$ cat config.mk
export PLATFORM = sky130hd
export DESIGN_NAME = decode_array
export DESIGN_NICKNAME = d
export VERILOG_FILES = /design/src/cpu_types_pkg.sv /design/src/decode_array.sv /design/src/decode_collect.sv /design/src/control_unit.sv /design/src/instr_dispatch.sv
export SDC_FILE = /design/constraint.sdc
export NUM_CORES = 1
export LEC_CHECK = 0
export BUFFER_PORTS_ARGS = -buffer_cell sky130_fd_sc_hd__buf_2
export CAP_MARGIN = 20
export CORE_MARGIN = 1.5
export CORE_UTILIZATION = 64
export DETAILED_ROUTE_END_ITERATION = 16
export PLACE_DENSITY = 0.93
export SLEW_MARGIN = 5
export SYNTH_ARGS = -nofsm -noshare
export SYNTH_HDL_FRONTEND = slang
export SYNTH_HIERARCHICAL = 1
export SYNTH_SLANG_ARGS = --single-unit
$ cat constraint.sdc
create_clock -name clk -period 6.1 [get_ports clk]
set_input_delay 0.305 -clock clk [delete_from_list [all_inputs] [get_ports clk]]
set_output_delay 0.305 -clock clk [all_outputs]
set_load 0.01 [all_outputs]
$ cat src/cpu_types_pkg.sv
`default_nettype none

package cpu_types_pkg;

	// number of decode lanes and so the number of words in flight
	localparam int num_lanes = 4;

	// width of a lane index
	localparam int lane_bits = $clog2(num_lanes);

	// primary opcode field in bits 31 to 26
	typedef enum logic [5:0] {
		RTYPE = 6'b000000,
		J     = 6'b000010,
		BEQ   = 6'b000100,
		BNE   = 6'b000101,
		ADDI  = 6'b001000,
		ADDIU = 6'b001001,
		SLTI  = 6'b001010,
		SLTIU = 6'b001011,
		ANDI  = 6'b001100,
		ORI   = 6'b001101,
		XORI  = 6'b001110,
		LUI   = 6'b001111,
		LW    = 6'b100011,
		SW    = 6'b101011,
		HALT  = 6'b111111
	} opcode_t;

	// function field of register format words
	typedef enum logic [5:0] {
		SLLV = 6'b000100,
		SRLV = 6'b000110,
		JR   = 6'b001000,
		ADD  = 6'b100000,
		ADDU = 6'b100001,
		SUB  = 6'b100010,
		SUBU = 6'b100011,
		AND  = 6'b100100,
		OR   = 6'b100101,
		XOR  = 6'b100110,
		NOR  = 6'b100111,
		SLT  = 6'b101010,
		SLTU = 6'b101011
	} funct_t;

	// operation code handed to the alu
	typedef enum logic [3:0] {
		ALU_ADD  = 4'd0,
		ALU_SUB  = 4'd1,
		ALU_AND  = 4'd2,
		ALU_OR   = 4'd3,
		ALU_XOR  = 4'd4,
		ALU_NOR  = 4'd5,
		ALU_SLT  = 4'd6,
		ALU_SLTU = 4'd7,
		ALU_SLL  = 4'd8,
		ALU_SRL  = 4'd9,
		// upper immediate load goes through the alu as well
		ALU_LUI  = 4'd10
	} aluop_t;

	// one instruction word seen either as register or immediate format
	typedef union packed {
		// register format
		struct packed {
			opcode_t    opcode;
			logic [4:0] rs;
			logic [4:0] rt;
			logic [4:0] rd;
			logic [4:0] shamt;
			funct_t     funct;
		} r;
		// immediate format
		struct packed {
			opcode_t     opcode;
			logic [4:0]  rs;
			logic [4:0]  rt;
			logic [15:0] imm;
		} i;
	} instr_u;

endpackage

`default_nettype wire
$ cat src/decode_array.sv
`timescale 1ns/1ps
`default_nettype none

module decode_array (
	input  logic        clk,
	input  logic        reset,
	input  logic        in_valid,
	input  logic [31:0] in_instr,
	output logic        in_ready,
	output logic        out_valid,
	input  logic        out_ready,
	output logic        reg_write,
	output logic        mem_read,
	output logic        mem_write,
	output logic        alu_src_imm,
	output logic        reg_dest_rt,
	output logic        halt,
	output logic [3:0]  alu_op,
	output logic [4:0]  dest_reg,
	output logic [31:0] imm32
);

	// dispatcher to lanes
	logic [cpu_types_pkg::num_lanes-1:0]       lane_valid;
	logic [cpu_types_pkg::num_lanes-1:0]       lane_ready;
	logic [31:0]                               lane_instr;

	// lanes to collector
	logic [cpu_types_pkg::num_lanes-1:0]       busy;
	logic [cpu_types_pkg::num_lanes-1:0]       take;
	logic [cpu_types_pkg::num_lanes-1:0]       lane_reg_write;
	logic [cpu_types_pkg::num_lanes-1:0]       lane_mem_read;
	logic [cpu_types_pkg::num_lanes-1:0]       lane_mem_write;
	logic [cpu_types_pkg::num_lanes-1:0]       lane_alu_src_imm;
	logic [cpu_types_pkg::num_lanes-1:0]       lane_reg_dest_rt;
	logic [cpu_types_pkg::num_lanes-1:0]       lane_halt;
	logic [cpu_types_pkg::num_lanes-1:0][3:0]  lane_alu_op;
	logic [cpu_types_pkg::num_lanes-1:0][4:0]  lane_dest_reg;
	logic [cpu_types_pkg::num_lanes-1:0][31:0] lane_imm32;

	instr_dispatch dispatch_i (
		.clk        (clk),
		.reset      (reset),
		.in_valid   (in_valid),
		.in_instr   (in_instr),
		.lane_ready (lane_ready),
		.in_ready   (in_ready),
		.lane_valid (lane_valid),
		.lane_instr (lane_instr)
	);

	// one decode lane per in-flight word
	for (genvar g = 0; g < cpu_types_pkg::num_lanes; g++) begin : g_lane
		control_unit lane_i (
			.clk         (clk),
			.reset       (reset),
			.load        (lane_valid[g]),
			.instr       (lane_instr),
			.take        (take[g]),
			.ready       (lane_ready[g]),
			.busy        (busy[g]),
			.reg_write   (lane_reg_write[g]),
			.mem_read    (lane_mem_read[g]),
			.mem_write   (lane_mem_write[g]),
			.alu_src_imm (lane_alu_src_imm[g]),
			.reg_dest_rt (lane_reg_dest_rt[g]),
			.halt        (lane_halt[g]),
			.alu_op      (lane_alu_op[g]),
			.dest_reg    (lane_dest_reg[g]),
			.imm32       (lane_imm32[g])
		);
	end

	decode_collect collect_i (
		.clk              (clk),
		.reset            (reset),
		.out_ready        (out_ready),
		.busy             (busy),
		.lane_reg_write   (lane_reg_write),
		.lane_mem_read    (lane_mem_read),
		.lane_mem_write   (lane_mem_write),
		.lane_alu_src_imm (lane_alu_src_imm),
		.lane_reg_dest_rt (lane_reg_dest_rt),
		.lane_halt        (lane_halt),
		.lane_alu_op      (lane_alu_op),
		.lane_dest_reg    (lane_dest_reg),
		.lane_imm32       (lane_imm32),
		.take             (take),
		.out_valid        (out_valid),
		.reg_write        (reg_write),
		.mem_read         (mem_read),
		.mem_write        (mem_write),
		.alu_src_imm      (alu_src_imm),
		.reg_dest_rt      (reg_dest_rt),
		.halt             (halt),
		.alu_op           (alu_op),
		.dest_reg         (dest_reg),
		.imm32            (imm32)
	);

endmodule

`default_nettype wire

$ cat src/decode_collect.sv
`timescale 1ns/1ps
`default_nettype none

module decode_collect (
	input  logic                                           clk,
	input  logic                                           reset,
	input  logic                                           out_ready,
	input  logic [cpu_types_pkg::num_lanes-1:0]            busy,
	input  logic [cpu_types_pkg::num_lanes-1:0]            lane_reg_write,
	input  logic [cpu_types_pkg::num_lanes-1:0]            lane_mem_read,
	input  logic [cpu_types_pkg::num_lanes-1:0]            lane_mem_write,
	input  logic [cpu_types_pkg::num_lanes-1:0]            lane_alu_src_imm,
	input  logic [cpu_types_pkg::num_lanes-1:0]            lane_reg_dest_rt,
	input  logic [cpu_types_pkg::num_lanes-1:0]            lane_halt,
	input  logic [cpu_types_pkg::num_lanes-1:0][3:0]       lane_alu_op,
	input  logic [cpu_types_pkg::num_lanes-1:0][4:0]       lane_dest_reg,
	input  logic [cpu_types_pkg::num_lanes-1:0][31:0]      lane_imm32,
	output logic [cpu_types_pkg::num_lanes-1:0]            take,
	output logic                                           out_valid,
	output logic                                           reg_write,
	output logic                                           mem_read,
	output logic                                           mem_write,
	output logic                                           alu_src_imm,
	output logic                                           reg_dest_rt,
	output logic                                           halt,
	output logic [3:0]                                     alu_op,
	output logic [4:0]                                     dest_reg,
	output logic [31:0]                                    imm32
);

	// lane holding the oldest word
	logic [cpu_types_pkg::lane_bits-1:0] rd_ptr;
	logic                                xfer;

	// output follows the pointed lane
	assign out_valid   = busy[rd_ptr];
	assign reg_write   = lane_reg_write[rd_ptr];
	assign mem_read    = lane_mem_read[rd_ptr];
	assign mem_write   = lane_mem_write[rd_ptr];
	assign alu_src_imm = lane_alu_src_imm[rd_ptr];
	assign reg_dest_rt = lane_reg_dest_rt[rd_ptr];
	assign halt        = lane_halt[rd_ptr];
	assign alu_op      = lane_alu_op[rd_ptr];
	assign dest_reg    = lane_dest_reg[rd_ptr];
	assign imm32       = lane_imm32[rd_ptr];

	assign xfer = out_valid && out_ready;

	// release the drained lane
	always_comb begin
		take         = '0;
		take[rd_ptr] = xfer;
	end

	// read pointer trails the write pointer in the same order
	always_ff @(posedge clk) begin
		if (reset) begin
			rd_ptr <= '0;
		end else if (xfer) begin
			if (rd_ptr == cpu_types_pkg::lane_bits'(cpu_types_pkg::num_lanes - 1)) begin
				rd_ptr <= '0;
			end else begin
				rd_ptr <= rd_ptr + 1'b1;
			end
		end
	end

endmodule

`default_nettype wire

$ cat src/control_unit.sv
`timescale 1ns/1ps
`default_nettype none

module control_unit (
	input  logic        clk,
	input  logic        reset,
	input  logic        load,
	input  logic [31:0] instr,
	input  logic        take,
	output logic        ready,
	output logic        busy,
	output logic        reg_write,
	output logic        mem_read,
	output logic        mem_write,
	output logic        alu_src_imm,
	output logic        reg_dest_rt,
	output logic        halt,
	output logic [3:0]  alu_op,
	output logic [4:0]  dest_reg,
	output logic [31:0] imm32
);

	// incoming word in both formats
	cpu_types_pkg::instr_u instr_v;

	// decoded control word before the output register
	logic                  reg_write_d;
	logic                  mem_read_d;
	logic                  mem_write_d;
	logic                  alu_src_imm_d;
	logic                  reg_dest_rt_d;
	logic                  halt_d;
	cpu_types_pkg::aluop_t alu_op_d;
	logic [4:0]            dest_reg_d;
	logic [31:0]           imm32_d;
	// sign rather than zero extension of the immediate
	logic                  sign_ext;

	assign instr_v = instr;

	// memory enables and halt
	assign mem_write_d = (instr_v.i.opcode == cpu_types_pkg::SW);
	assign mem_read_d  = (instr_v.i.opcode == cpu_types_pkg::LW);
	assign halt_d      = (instr_v.i.opcode == cpu_types_pkg::HALT);

	// flag decode from the opcode
	always_comb begin
		// defaults give a register format alu instruction
		reg_write_d   = 1'b1;
		sign_ext      = 1'b0;
		alu_src_imm_d = 1'b0;
		reg_dest_rt_d = 1'b0;
		case (instr_v.i.opcode)
			cpu_types_pkg::RTYPE: begin
				// jump register writes nothing back
				reg_write_d = (instr_v.r.funct != cpu_types_pkg::JR);
			end
			cpu_types_pkg::J,
			cpu_types_pkg::HALT: begin
				reg_write_d = 1'b0;
			end
			cpu_types_pkg::BEQ,
			cpu_types_pkg::BNE: begin
				reg_write_d = 1'b0;
				sign_ext    = 1'b1;
			end
			cpu_types_pkg::SW: begin
				// store uses the immediate as offset but has no destination
				reg_write_d   = 1'b0;
				sign_ext      = 1'b1;
				alu_src_imm_d = 1'b1;
			end
			cpu_types_pkg::ADDI,
			cpu_types_pkg::ADDIU,
			cpu_types_pkg::SLTI,
			cpu_types_pkg::SLTIU,
			cpu_types_pkg::LW: begin
				sign_ext      = 1'b1;
				alu_src_imm_d = 1'b1;
				reg_dest_rt_d = 1'b1;
			end
			cpu_types_pkg::ANDI,
			cpu_types_pkg::ORI,
			cpu_types_pkg::XORI,
			cpu_types_pkg::LUI: begin
				// logical immediates are zero extended
				alu_src_imm_d = 1'b1;
				reg_dest_rt_d = 1'b1;
			end
			default: begin
				reg_write_d = 1'b1;
			end
		endcase
	end

	// alu operation select
	always_comb begin
		alu_op_d = cpu_types_pkg::ALU_ADD;
		if (instr_v.r.opcode == cpu_types_pkg::RTYPE) begin
			// register format takes the operation from funct
			case (instr_v.r.funct)
				cpu_types_pkg::SLLV: alu_op_d = cpu_types_pkg::ALU_SLL;
				cpu_types_pkg::SRLV: alu_op_d = cpu_types_pkg::ALU_SRL;
				cpu_types_pkg::ADD,
				cpu_types_pkg::ADDU: alu_op_d = cpu_types_pkg::ALU_ADD;
				cpu_types_pkg::SUB,
				cpu_types_pkg::SUBU: alu_op_d = cpu_types_pkg::ALU_SUB;
				cpu_types_pkg::AND:  alu_op_d = cpu_types_pkg::ALU_AND;
				cpu_types_pkg::OR:   alu_op_d = cpu_types_pkg::ALU_OR;
				cpu_types_pkg::XOR:  alu_op_d = cpu_types_pkg::ALU_XOR;
				cpu_types_pkg::NOR:  alu_op_d = cpu_types_pkg::ALU_NOR;
				cpu_types_pkg::SLT:  alu_op_d = cpu_types_pkg::ALU_SLT;
				cpu_types_pkg::SLTU: alu_op_d = cpu_types_pkg::ALU_SLTU;
				default:             alu_op_d = cpu_types_pkg::ALU_ADD;
			endcase
		end else begin
			case (instr_v.i.opcode)
				// branches compare by subtraction
				cpu_types_pkg::BEQ,
				cpu_types_pkg::BNE:   alu_op_d = cpu_types_pkg::ALU_SUB;
				cpu_types_pkg::SLTI:  alu_op_d = cpu_types_pkg::ALU_SLT;
				cpu_types_pkg::SLTIU: alu_op_d = cpu_types_pkg::ALU_SLTU;
				cpu_types_pkg::ANDI:  alu_op_d = cpu_types_pkg::ALU_AND;
				cpu_types_pkg::ORI:   alu_op_d = cpu_types_pkg::ALU_OR;
				cpu_types_pkg::XORI:  alu_op_d = cpu_types_pkg::ALU_XOR;
				cpu_types_pkg::LUI:   alu_op_d = cpu_types_pkg::ALU_LUI;
				// address add for loads and stores, plain add for addi
				default:              alu_op_d = cpu_types_pkg::ALU_ADD;
			endcase
		end
	end

	// destination is rt for immediate formats
	assign dest_reg_d = reg_dest_rt_d ? instr_v.i.rt : instr_v.r.rd;

	// extended immediate
	assign imm32_d = sign_ext ? {{16{instr_v.i.imm[15]}}, instr_v.i.imm}
	                          : {16'h0000, instr_v.i.imm};

	// lane occupancy
	always_ff @(posedge clk) begin
		if (reset) begin
			busy <= 1'b0;
		end else if (load) begin
			// a load in the drain cycle keeps the lane full
			busy <= 1'b1;
		end else if (take) begin
			busy <= 1'b0;
		end
	end

	assign ready = ~busy;

	// control word register held until drained
	always_ff @(posedge clk) begin
		if (load) begin
			reg_write   <= reg_write_d;
			mem_read    <= mem_read_d;
			mem_write   <= mem_write_d;
			alu_src_imm <= alu_src_imm_d;
			reg_dest_rt <= reg_dest_rt_d;
			halt        <= halt_d;
			alu_op      <= alu_op_d;
			dest_reg    <= dest_reg_d;
			imm32       <= imm32_d;
		end
	end

endmodule

`default_nettype wire

$ cat src/instr_dispatch.sv
`timescale 1ns/1ps
`default_nettype none

module instr_dispatch (
	input  logic                                    clk,
	input  logic                                    reset,
	input  logic                                    in_valid,
	input  logic [31:0]                             in_instr,
	input  logic [cpu_types_pkg::num_lanes-1:0]     lane_ready,
	output logic                                    in_ready,
	output logic [cpu_types_pkg::num_lanes-1:0]     lane_valid,
	output logic [31:0]                             lane_instr
);

	// next lane to receive a word
	logic [cpu_types_pkg::lane_bits-1:0] wr_ptr;
	// word accepted this cycle
	logic                                xfer;

	// only the pointed lane may take the word
	assign in_ready = lane_ready[wr_ptr];
	assign xfer     = in_valid && in_ready;

	// all lanes see the same word on a shared bus
	assign lane_instr = in_instr;

	// one-hot load strobe for the pointed lane
	always_comb begin
		lane_valid         = '0;
		lane_valid[wr_ptr] = xfer;
	end

	// round robin write pointer
	always_ff @(posedge clk) begin
		if (reset) begin
			wr_ptr <= '0;
		end else if (xfer) begin
			// wrap after the last lane
			if (wr_ptr == cpu_types_pkg::lane_bits'(cpu_types_pkg::num_lanes - 1)) begin
				wr_ptr <= '0;
			end else begin
				wr_ptr <= wr_ptr + 1'b1;
			end
		end
	end

endmodule

`default_nettype wire

## Yosys cells after proc, flatten, opt, wreduce, memory -nomap -nowiden

Memories as Yosys holds them, arrays and structs flattened.
Cells that the tools add are included.

- Flip-flop bits (word level): 196
- ROM bits: 256
- Output and inout bits: 49
- Logic and storage cells: 151
- Memories: 4

Memories:

| memory | words | width | read ports | clocked after memory_dff | wr ports | line | source |
|---|---|---|---|---|---|---|---|
| (name not given) | 16 | 4 | 1 | 0 | 0 | control_unit.sv:117 | `case (instr_v.i.opcode)` |
| (name not given) | 16 | 4 | 1 | 0 | 0 | control_unit.sv:117 |  |
| (name not given) | 16 | 4 | 1 | 0 | 0 | control_unit.sv:117 |  |
| (name not given) | 16 | 4 | 1 | 0 | 0 | control_unit.sv:117 |  |

- Add/subtract/negate cells: 2
- $lt $le $gt $ge: 4
- Equal/unequal tests: 27
- Mux-type cells: 51
- Bitwise gates (word level): 6
- Reduce and logical (&&, ||, !) cells: 15

Operators by type and width:

| cell | count |
|---|---|
| 6-bit equality test, second input constant | 11 |
| 32-bit binary-select mux with 2-bit select | 1 |
| 32-bit two-way mux | 2 |
| 6-bit by 4-bit equality test with 1-bit output, second input constant | 8 |
| 4-bit two-way mux | 9 |
| 4-bit case mux with 9 select lines | 1 |
| 6-bit by 3-bit equality test with 1-bit output, second input constant | 4 |
| 1-bit two-way mux | 21 |
| 1-bit binary-select mux with 2-bit select | 8 |
| 5-bit binary-select mux with 2-bit select | 1 |
| 5-bit two-way mux | 2 |
| 10-bit OR reduction | 1 |
| 9-bit OR reduction | 1 |
| 4-bit AND | 2 |
| 4-bit binary-select mux with 2-bit select | 1 |
| 2-bit nonzero test | 4 |
| 8-bit OR reduction | 1 |
| 6-bit by 2-bit equality test with 1-bit output, second input constant | 1 |
| 6-bit zero test | 1 |
| 2-bit by 3-bit less-than comparator with 1-bit output, second input constant | 2 |
| 6-bit by 4-bit inequality test with 1-bit output, second input constant | 1 |
| 5-bit OR reduction | 1 |
| 2-bit by 1-bit adder with 2-bit output, second input constant | 2 |
| 1-bit demux with 2-bit select | 2 |
| 8 further kinds | 17 |

## Logic depth before layout (Yosys ltp)

Gate-level depths: netlist of the first run.

- Word-level depth: 7
- Gate-level depth with buffers: 9

## Modules after synthesis

The synthesis of the first run kept the hierarchy.

Modules (own cells, without submodules):

| module | times used | cells an instance | area an instance (um^2) | sequential area each (um^2) |
|---|---|---|---|---|
| control_unit (g_lane[2].lane_i) | 1 | 117 | 1607.8 | 980.9 |
| control_unit (g_lane[1].lane_i) | 1 | 121 | 1560.2 | 980.9 |
| control_unit (g_lane[3].lane_i) | 1 | 119 | 1544.0 | 980.9 |
| control_unit (g_lane[0].lane_i) | 1 | 114 | 1512.7 | 980.9 |
| decode_collect | 1 | 85 | 1388.8 | 40.0 |
| instr_dispatch | 1 | 58 | 479.2 | 40.0 |

## Worst setup path after synthesis of the first run

OpenSTA, ideal clock, no wires.

- Kind: register -> register
- Start point: reg dispatch_i/wr_ptr[0] in the netlist's numbering
- End point: reg g_lane[0].lane_i.alu_op[0], enable pin
- Setup time: 393 ps
- Arrival time: 1617 ps
- Slack: 4090 ps
- Stages on the path, launching flop included: 4
- Period minus slack after synthesis: 2010 ps
- Cells stage by stage: dfxtp_1 mux2i_1 o2bb2ai_1 and2_1

- Word-level cells in the longest chain between the ends: 5
- Elaborated cells between the ends (all ways): 9
- Those cells by class: 2 x order compare; 4 x mux; 1 x bitwise; 2 x reduce/logical

RTL lines:

| what | line | source |
|---|---|---|
| start: declaration | instr_dispatch.sv:16 | `logic [cpu_types_pkg::lane_bits-1:0] wr_ptr;` |
| start signal: assignment | instr_dispatch.sv:42 | `wr_ptr <= wr_ptr + 1'b1;` |
| 2-bit by 3-bit less-than comparator with 1-bit output (implied by the code) or 2-bit by 1-bit greater-or-equal comparator with 1-bit output (tied branches) | instr_dispatch.sv:30 | `lane_valid[wr_ptr] = xfer;` |
| 1-bit logical AND (implied by the code) | instr_dispatch.sv:30 |  |
| 1-bit two-way mux (implied by the code) | instr_dispatch.sv:30 |  |
| 1-bit demux with 2-bit select | -- |  |
| 4-bit AND (no line) (*) | -- |  |
| net lane_valid, one bit | decode_array.sv:24 | `logic [cpu_types_pkg::num_lanes-1:0] lane_valid;` |
| end signal: assignment | control_unit.sv:163 | `alu_op <= alu_op_d;` |
| end: declaration | control_unit.sv:18 | `output logic [3:0] alu_op,` |

The timed path passes the listed nets; every way through them passes the cells marked *. The select of a mux whose other input is x is not followed.
A chain may end at the register's enable or synchronous reset.

## Worst setup path after layout of the first run

- Start point: reg collect_i/rd_ptr[0] in the netlist's numbering
- End point: out mem_read

- Word-level cells in the longest chain between the ends: 2

RTL lines:

| what | line | source |
|---|---|---|
| start: declaration | decode_collect.sv:32 | `logic [cpu_types_pkg::lane_bits-1:0] rd_ptr;` |
| start signal: assignment | decode_collect.sv:63 | `rd_ptr <= rd_ptr + 1'b1;` |
| 1-bit binary-select mux with 2-bit select | decode_collect.sv:38 | `assign mem_read = lane_mem_read[rd_ptr];` |
| 1-bit two-way mux (implied by the code) | decode_collect.sv:38 |  |
| end: declaration | decode_array.sv:13 | `output logic mem_read,` |

No other way between the ends. The select of a mux whose other input is x is not followed.

==> summary.md, run 1 <==
| Metric | Value |
|---|---|
| Outcome | finished, final reports clean |
| Total Power | 3.29 mW |
| PwrDens | 393 nW/um2 |
| Final ANT Viol Nets | 0 |
| Core area | 12200 um2 |
| GR Util All Layers | 24.8% |
| Drt initial violations | 646 |
| Crit-path slowest cell | dfxtp_4 |
| Hold Buf Count CTS | 0 |
| Clk pin slew, worst setup/hold paths | 0.05 ns |
| Crit-path max FO | 53 |
| Post-route non-filler standard cell count | 771 |
| Least-Margin Pin Slew | 0.970 ns |
| Setup violators final | 0 |
| Initial antenna violation count | 0 |
| Worst Skew | 0.00852 ns |
| Drt total wl | 15700 um |
| WHS Path Cells | 1 |
| Final #Nets | 634 |
| I/O pins | 85 |
| Max IR drop VDD | 0.000206 V |
| Final Instance Area | 8390 um2 |
| PortBufs | 79 |
| Synthesized cell area | 8060 um2 |
| Via count | 4914 |
| CTS tree | yes |
| FF-to-FF path depth | 6 |
| Clock Path Buffers | 2 |
| Smallest hold slack | 0.109 ns |
| Clock Latency Late Sink | 0.42 ns |
| Max-slew headroom | 35.4% |
| Hold Path Class | input port to register |
| Core Util, Final | 69.0% |
| Family with the most delay on the worst path | flip-flops |
| # H-tree levels | 4 |
| Met2 Use GR | 40.4% |
| CP arrival | 2.25 ns |
| TritonRoute pass-1 iters | 5 |
| DP Wirelength | 9260 um |
| CTS Sinks | 136 |
| Area of the multi-input gates | 3070 um2 |
| # diodes | 0 |
| Final Hold Viols | 0 |
| Initial Util | 66.2% |
| Total negative setup slack | 0 ns |
| Total die area | 13300 um2 |
| Yosys warns | 6 |
| Layout cells sized above 1 | 33.0% |
| Met3 Resource Use GR | 4.90% |
| Place WS | 3.81 ns |
| Post-CTS Setup Inserts | 0 |
| Endpoint class of the critical path | output port |
| Root Buffer | clkbuf_16 |
| Leakage | 2.95 nW |
| Total CTS buffers | 17 |
| MaxCap Viol Count | 0 |
| Die height | 115 um |
| CTS resizes | 0 |
| Synth Instances | 609 |
| Cell Rows | 40 |
| CP bufs+invs | 1 |
| Largest register FFs | 68 |
| Placed cell count | 739 |
| Synth Net Count | 653 |
| DRC errors left | 0 |
| Crit Path Category | register to output port |
| Final worst slack | 3.55 ns |
| Placer's final routability congestion estimate | 0.883 |
| Area Growth Syn to Fin | 4.13% |
| Critical Path Stages | 2 |
| Syn avg cell area | 13.2 um2 |
| Crit path to | mem_read |
| RSZ-0062 raised after global routing | no |
| Number of fill cells in the layout | 750 |
| Post-route minimum period | 2.55 ns |
| Busiest grt layer | met2 |
| Register area | 4010 um2 |
| Vias per cell | 6.37 |
| Die Wd | 115 um |
| Grt ovf | 0 |
| R2r startpoint | collect_i/rd_ptr[0]$_SDFFE_PP0P_ |
| Dpl cell area | 7790 um2 |
| R2R Setup Slk | 3.95 ns |
| Crit path launch type | register |
| Final Max Slew Viols | 0 |
| Avg WL per Cell | 20.4 um |
| Crit path required time | 5.79 ns |
| First-pass GRT wire length | 24400 um |
| Slowest Stage Delay on Critical Path | 0.99 ns |
| CP Launch Point | collect_i/rd_ptr[0]$_SDFFE_PP0P_ |
| Max Fclk | 0.392 GHz |
| Met1 Resource Use GR | 32.5% |
| Largest net degree at the start of global routing | 54 |
| Reg2reg end | g_lane[0].lane_i/busy$_SDFFE_PP0P_ |
| Critical path cell sequence | mux4_2 -> buf_2 |
| Fin crit share | 41.9% |
| Vias in the first global route | 4589 |
[worst min path at each step]
stage | from | endpoint | slack (ns)
6_report | in_instr[6] | g_lane[3].lane_i/imm32[6]$_DFFE_PP_ | 0.11
5_1_grt | in_instr[10] | g_lane[1].lane_i/imm32[10]$_DFFE_PP_ | 0.09
4_1_cts | in_instr[10] | g_lane[1].lane_i/imm32[10]$_DFFE_PP_ | 0.08
3_5_place_dp | g_lane[1].lane_i/busy$_SDFFE_PP0P_ | g_lane[1].lane_i/busy$_SDFFE_PP0P_ | 0.51
3_3_place_gp | g_lane[1].lane_i/busy$_SDFFE_PP0P_ | g_lane[1].lane_i/busy$_SDFFE_PP0P_ | 0.49
2_1_floorplan | reset | g_lane[0].lane_i/busy$_SDFFE_PP0P_ | 0.38
[area by class of cell]
cell class,instances,share of cell area (%)
flip-flops and latches,136,47.8
inverters,25,1.12
clock inverters,15,2.09
clock buffers,17,5.07
multi-input cells,330,36.6
well taps,168,2.51
repair buffers,80,4.80
[where the power goes]
| group | switching [mW] | internal [mW] |
|---|---|---|
| logic | 0.461 | 0.430 |
| registers | 0.130 | 1.25 |
| clock network | 0.381 | 0.642 |
| total | 0.972 | 2.32 |
[layer usage]
layer | wire (um) | share of wire [%]
met2 | 8000 | 51
met1 | 6090 | 39
met5 | 0 | 0
met4 | 369 | 2.4
met3 | 1250 | 7.9
[worst reg2reg max path, cell delays in order, from the launching register on]
cell and delay [ns]:
dfxtp_4 0.99, mux2_2 0.47, o2bb2ai_1 0.18, and2_1 0.18
inv_1 0.05, a21oi_1 0.06, nor2_1 0.15
[layout by cell type (no fill, tap or decap), types with 5 or more instances in the layout]
cell	n
a21oi_1	17
and2_1	5
buf_2	79
clkbuf_16	17
dfxtp_1	6
edfxtp_1	128
ha_1	8
inv_1	25
mux2_2	7
mux2_4	17
mux2i_1	9
mux4_2	45
nand2_1	29
nand2b_1	20
nand3_1	12
nand4_1	10
nor2_1	32
nor2b_1	11
nor3_1	9
o21ai_0	17
o22ai_1	7
Note: power is estimated with default switching activity, not from simulation.
==> inputs of run 2 (changes only) <==
--- a/config.mk
+++ b/config.mk
@@ -5,12 +5,13 @@
 export SDC_FILE = /design/constraint.sdc
 export NUM_CORES = 1
 export LEC_CHECK = 0
+export ABC_AREA = 1
 export BUFFER_PORTS_ARGS = -buffer_cell sky130_fd_sc_hd__buf_2
 export CAP_MARGIN = 20
 export CORE_MARGIN = 1.5
-export CORE_UTILIZATION = 64
+export CORE_UTILIZATION = 60
 export DETAILED_ROUTE_END_ITERATION = 16
-export PLACE_DENSITY = 0.93
+export PLACE_DENSITY = 0.88
 export SLEW_MARGIN = 5
 export SYNTH_ARGS = -nofsm -noshare
 export SYNTH_HDL_FRONTEND = slang
==> constraint.sdc (replaced) <==
create_clock -name clk -period 2.35 [get_ports clk]
set_input_delay 0.1175 -clock clk [delete_from_list [all_inputs] [get_ports clk]]
set_output_delay 0.1175 -clock clk [all_outputs]
set_load 0.01 [all_outputs]
==> run 2 against run 1 <==
  * Critical path depth rose by 3
  * Sequential share of layout area decreased by 2.7 points
  * Die area grew 9.2%
  * Largest power group unchanged
==> summary.md, run 2 <==
| Metric | Value |
|---|---|
| Outcome | finished, final reports clean |
| Initial antenna violation count | 0 |
| Initial Util | 61.9% |
| Synth Instances | 938 |
| Max IR drop VDD | 0.000474 V |
| Total CTS buffers | 17 |
| Number of fill cells in the layout | 997 |
| Die Wd | 120 um |
| Post-route minimum period | 2.11 ns |
| Vias per cell | 5.80 |
| Max-slew headroom | 61.8% |
| Slowest Stage Delay on Critical Path | 0.38 ns |
| Final #Nets | 988 |
| Placer's final routability congestion estimate | 0.845 |
| FF-to-FF path depth | 5 |
| Final ANT Viol Nets | 0 |
| DP Wirelength | 11900 um |
| Crit path launch type | register |
| Crit path required time | 2.23 ns |
| Crit-path slowest cell | dfxtp_2 |
| PwrDens | 826 nW/um2 |
| Area Growth Syn to Fin | 7.43% |
| First-pass GRT wire length | 29900 um |
| Cell Rows | 42 |
| Largest register FFs | 68 |
| Crit-path max FO | 49 |
| Yosys warns | 6 |
| Max Fclk | 0.474 GHz |
| Commonest non-fill, non-tap cell in the layout | nor2_1 |
| Least-Margin Pin Slew | 0.573 ns |
| TritonRoute pass-1 iters | 8 |
| Area of the multi-input gates | 3070 um2 |
| CP Launch Point | collect_i/rd_ptr[0]$_SDFFE_PP0P_ |
| R2R Setup Slk | 0.59 ns |
| Critical path cell sequence | inv_6 -> buf_4 -> o21ai_0 -> o22ai_1 -> buf_2 |
| Die height | 120 um |
| Total negative setup slack | 0 ns |
| Crit path to | imm32[20] |
| Syn avg cell area | 8.81 um2 |
| Clk pin slew, worst setup/hold paths | 0.06 ns |
| Clock Path Buffers | 2 |
| I/O pins | 85 |
| Endpoint class of the critical path | output port |
| Synthesized cell area | 8270 um2 |
| R2r startpoint | dispatch_i/wr_ptr[0]$_SDFFE_PP0P_ |
| CP arrival | 1.99 ns |
| Clock Latency Late Sink | 0.43 ns |
| MaxCap Viol Count | 0 |
| Largest net degree at the start of global routing | 50 |
| Core area | 13300 um2 |
| Final Hold Viols | 0 |
| Worst Skew | 0.0131 ns |
| GR Util All Layers | 26.7% |
| Final Max Slew Viols | 0 |
| Register area | 4010 um2 |
| Avg WL per Cell | 16.6 um |
| # diodes | 0 |
| Drt total wl | 18800 um |
| Total die area | 14500 um2 |
| Fin crit share | 89.8% |
| Layout cells sized above 1 | 20.5% |
| Setup violators final | 0 |
| Most frequent cells in the layout | nor2_1 (147), edfxtp_1 (128), nand2_1 (120) |
| Post-CTS Setup Inserts | 0 |
| Crit Path Category | register to output port |
| CTS resizes | 0 |
| Hold Buf Count CTS | 13 |
| Synth Net Count | 982 |
| Leakage | 3.70 nW |
| PortBufs | 79 |
| Vias in the first global route | 6159 |
| Root Buffer | clkbuf_16 |
| Via count | 6575 |
| RSZ-0062 raised after global routing | no |
| CTS tree | yes |
| Dpl cell area | 8190 um2 |
| # H-tree levels | 4 |
| Grt ovf | 0 |
| DRC errors left | 0 |
| Reg2reg end | g_lane[2].lane_i/imm32[8]$_DFFE_PP_ |
| Drt initial violations | 672 |
| Final Instance Area | 8880 um2 |
| CTS Sinks | 136 |
| Hold Path Class | input port to register |
run 2: routing by layer:
metal  GRT usage (%)  share of wire, %  vias up
met5               0                 0        -
met4            9.56               2.3        0
met3            5.94               7.9       44
met2            45.9                51      354
met1            33.2                39     3039
li1                -                 -     3138
run 2: power breakdown:
group / switching (mW) / total [mW] / internal, mW
sequential: 0.0915 / 2.99 / 2.90
clock: 1.01 / 2.56 / 1.56
combinational: 1.18 / 1.78 / 0.609
run 2: critical path: cells and delay by family (launching register included):
kind            cells  cell delay (ns)
buf+inv             3             0.83
flops               1             0.38
compound gates      2             0.36
run 2: how the worst min path moves through the flow:
stage | startpoint | end | depth (start not counted)
2_1_floorplan | reset | g_lane[0].lane_i/busy$_SDFFE_PP0P_ | 1
3_3_place_gp | in_instr[8] | g_lane[3].lane_i/imm32[8]$_DFFE_PP_ | 1
3_5_place_dp | in_instr[8] | g_lane[1].lane_i/imm32[8]$_DFFE_PP_ | 1
4_1_cts | in_instr[17] | g_lane[3].lane_i/dest_reg[1]$_DFFE_PP_ | 3
5_1_grt | in_instr[18] | g_lane[0].lane_i/dest_reg[2]$_DFFE_PP_ | 3
6_report | out_ready | collect_i/rd_ptr[1]$_SDFFE_PP0P_ | 4
run 2: area by class of cell:
cell class                      instances  area share (%)
Timing Repair Buffer                  105            7.44
Inverter                               94            4.06
Clock buffer                           20            4.92
Clock inverter                         12            1.42
Sequential cell                       136            45.1
Multi-Input combinational cell        590            34.6
Tap cell                              176            2.48
run 2: stage by stage:
stage | util (%) | power, mW | hold WS, ns | setup slack [ns] | std cells
after floorplan | - | 4.32 | 0.190 | -0.170 | 938
after global placement | 61.4 | 4.72 | 0.332 | 0.644 | 1088
after detailed placement | 61.4 | 4.78 | 0.337 | 0.604 | 1088
after CTS | 66.5 | 7.37 | 0.00174 | 0.223 | 1133
after global routing | 66.5 | 7.67 | 0.0318 | 0.149 | 1133
final | 66.5 | 7.34 | 0.0248 | 0.239 | 1133
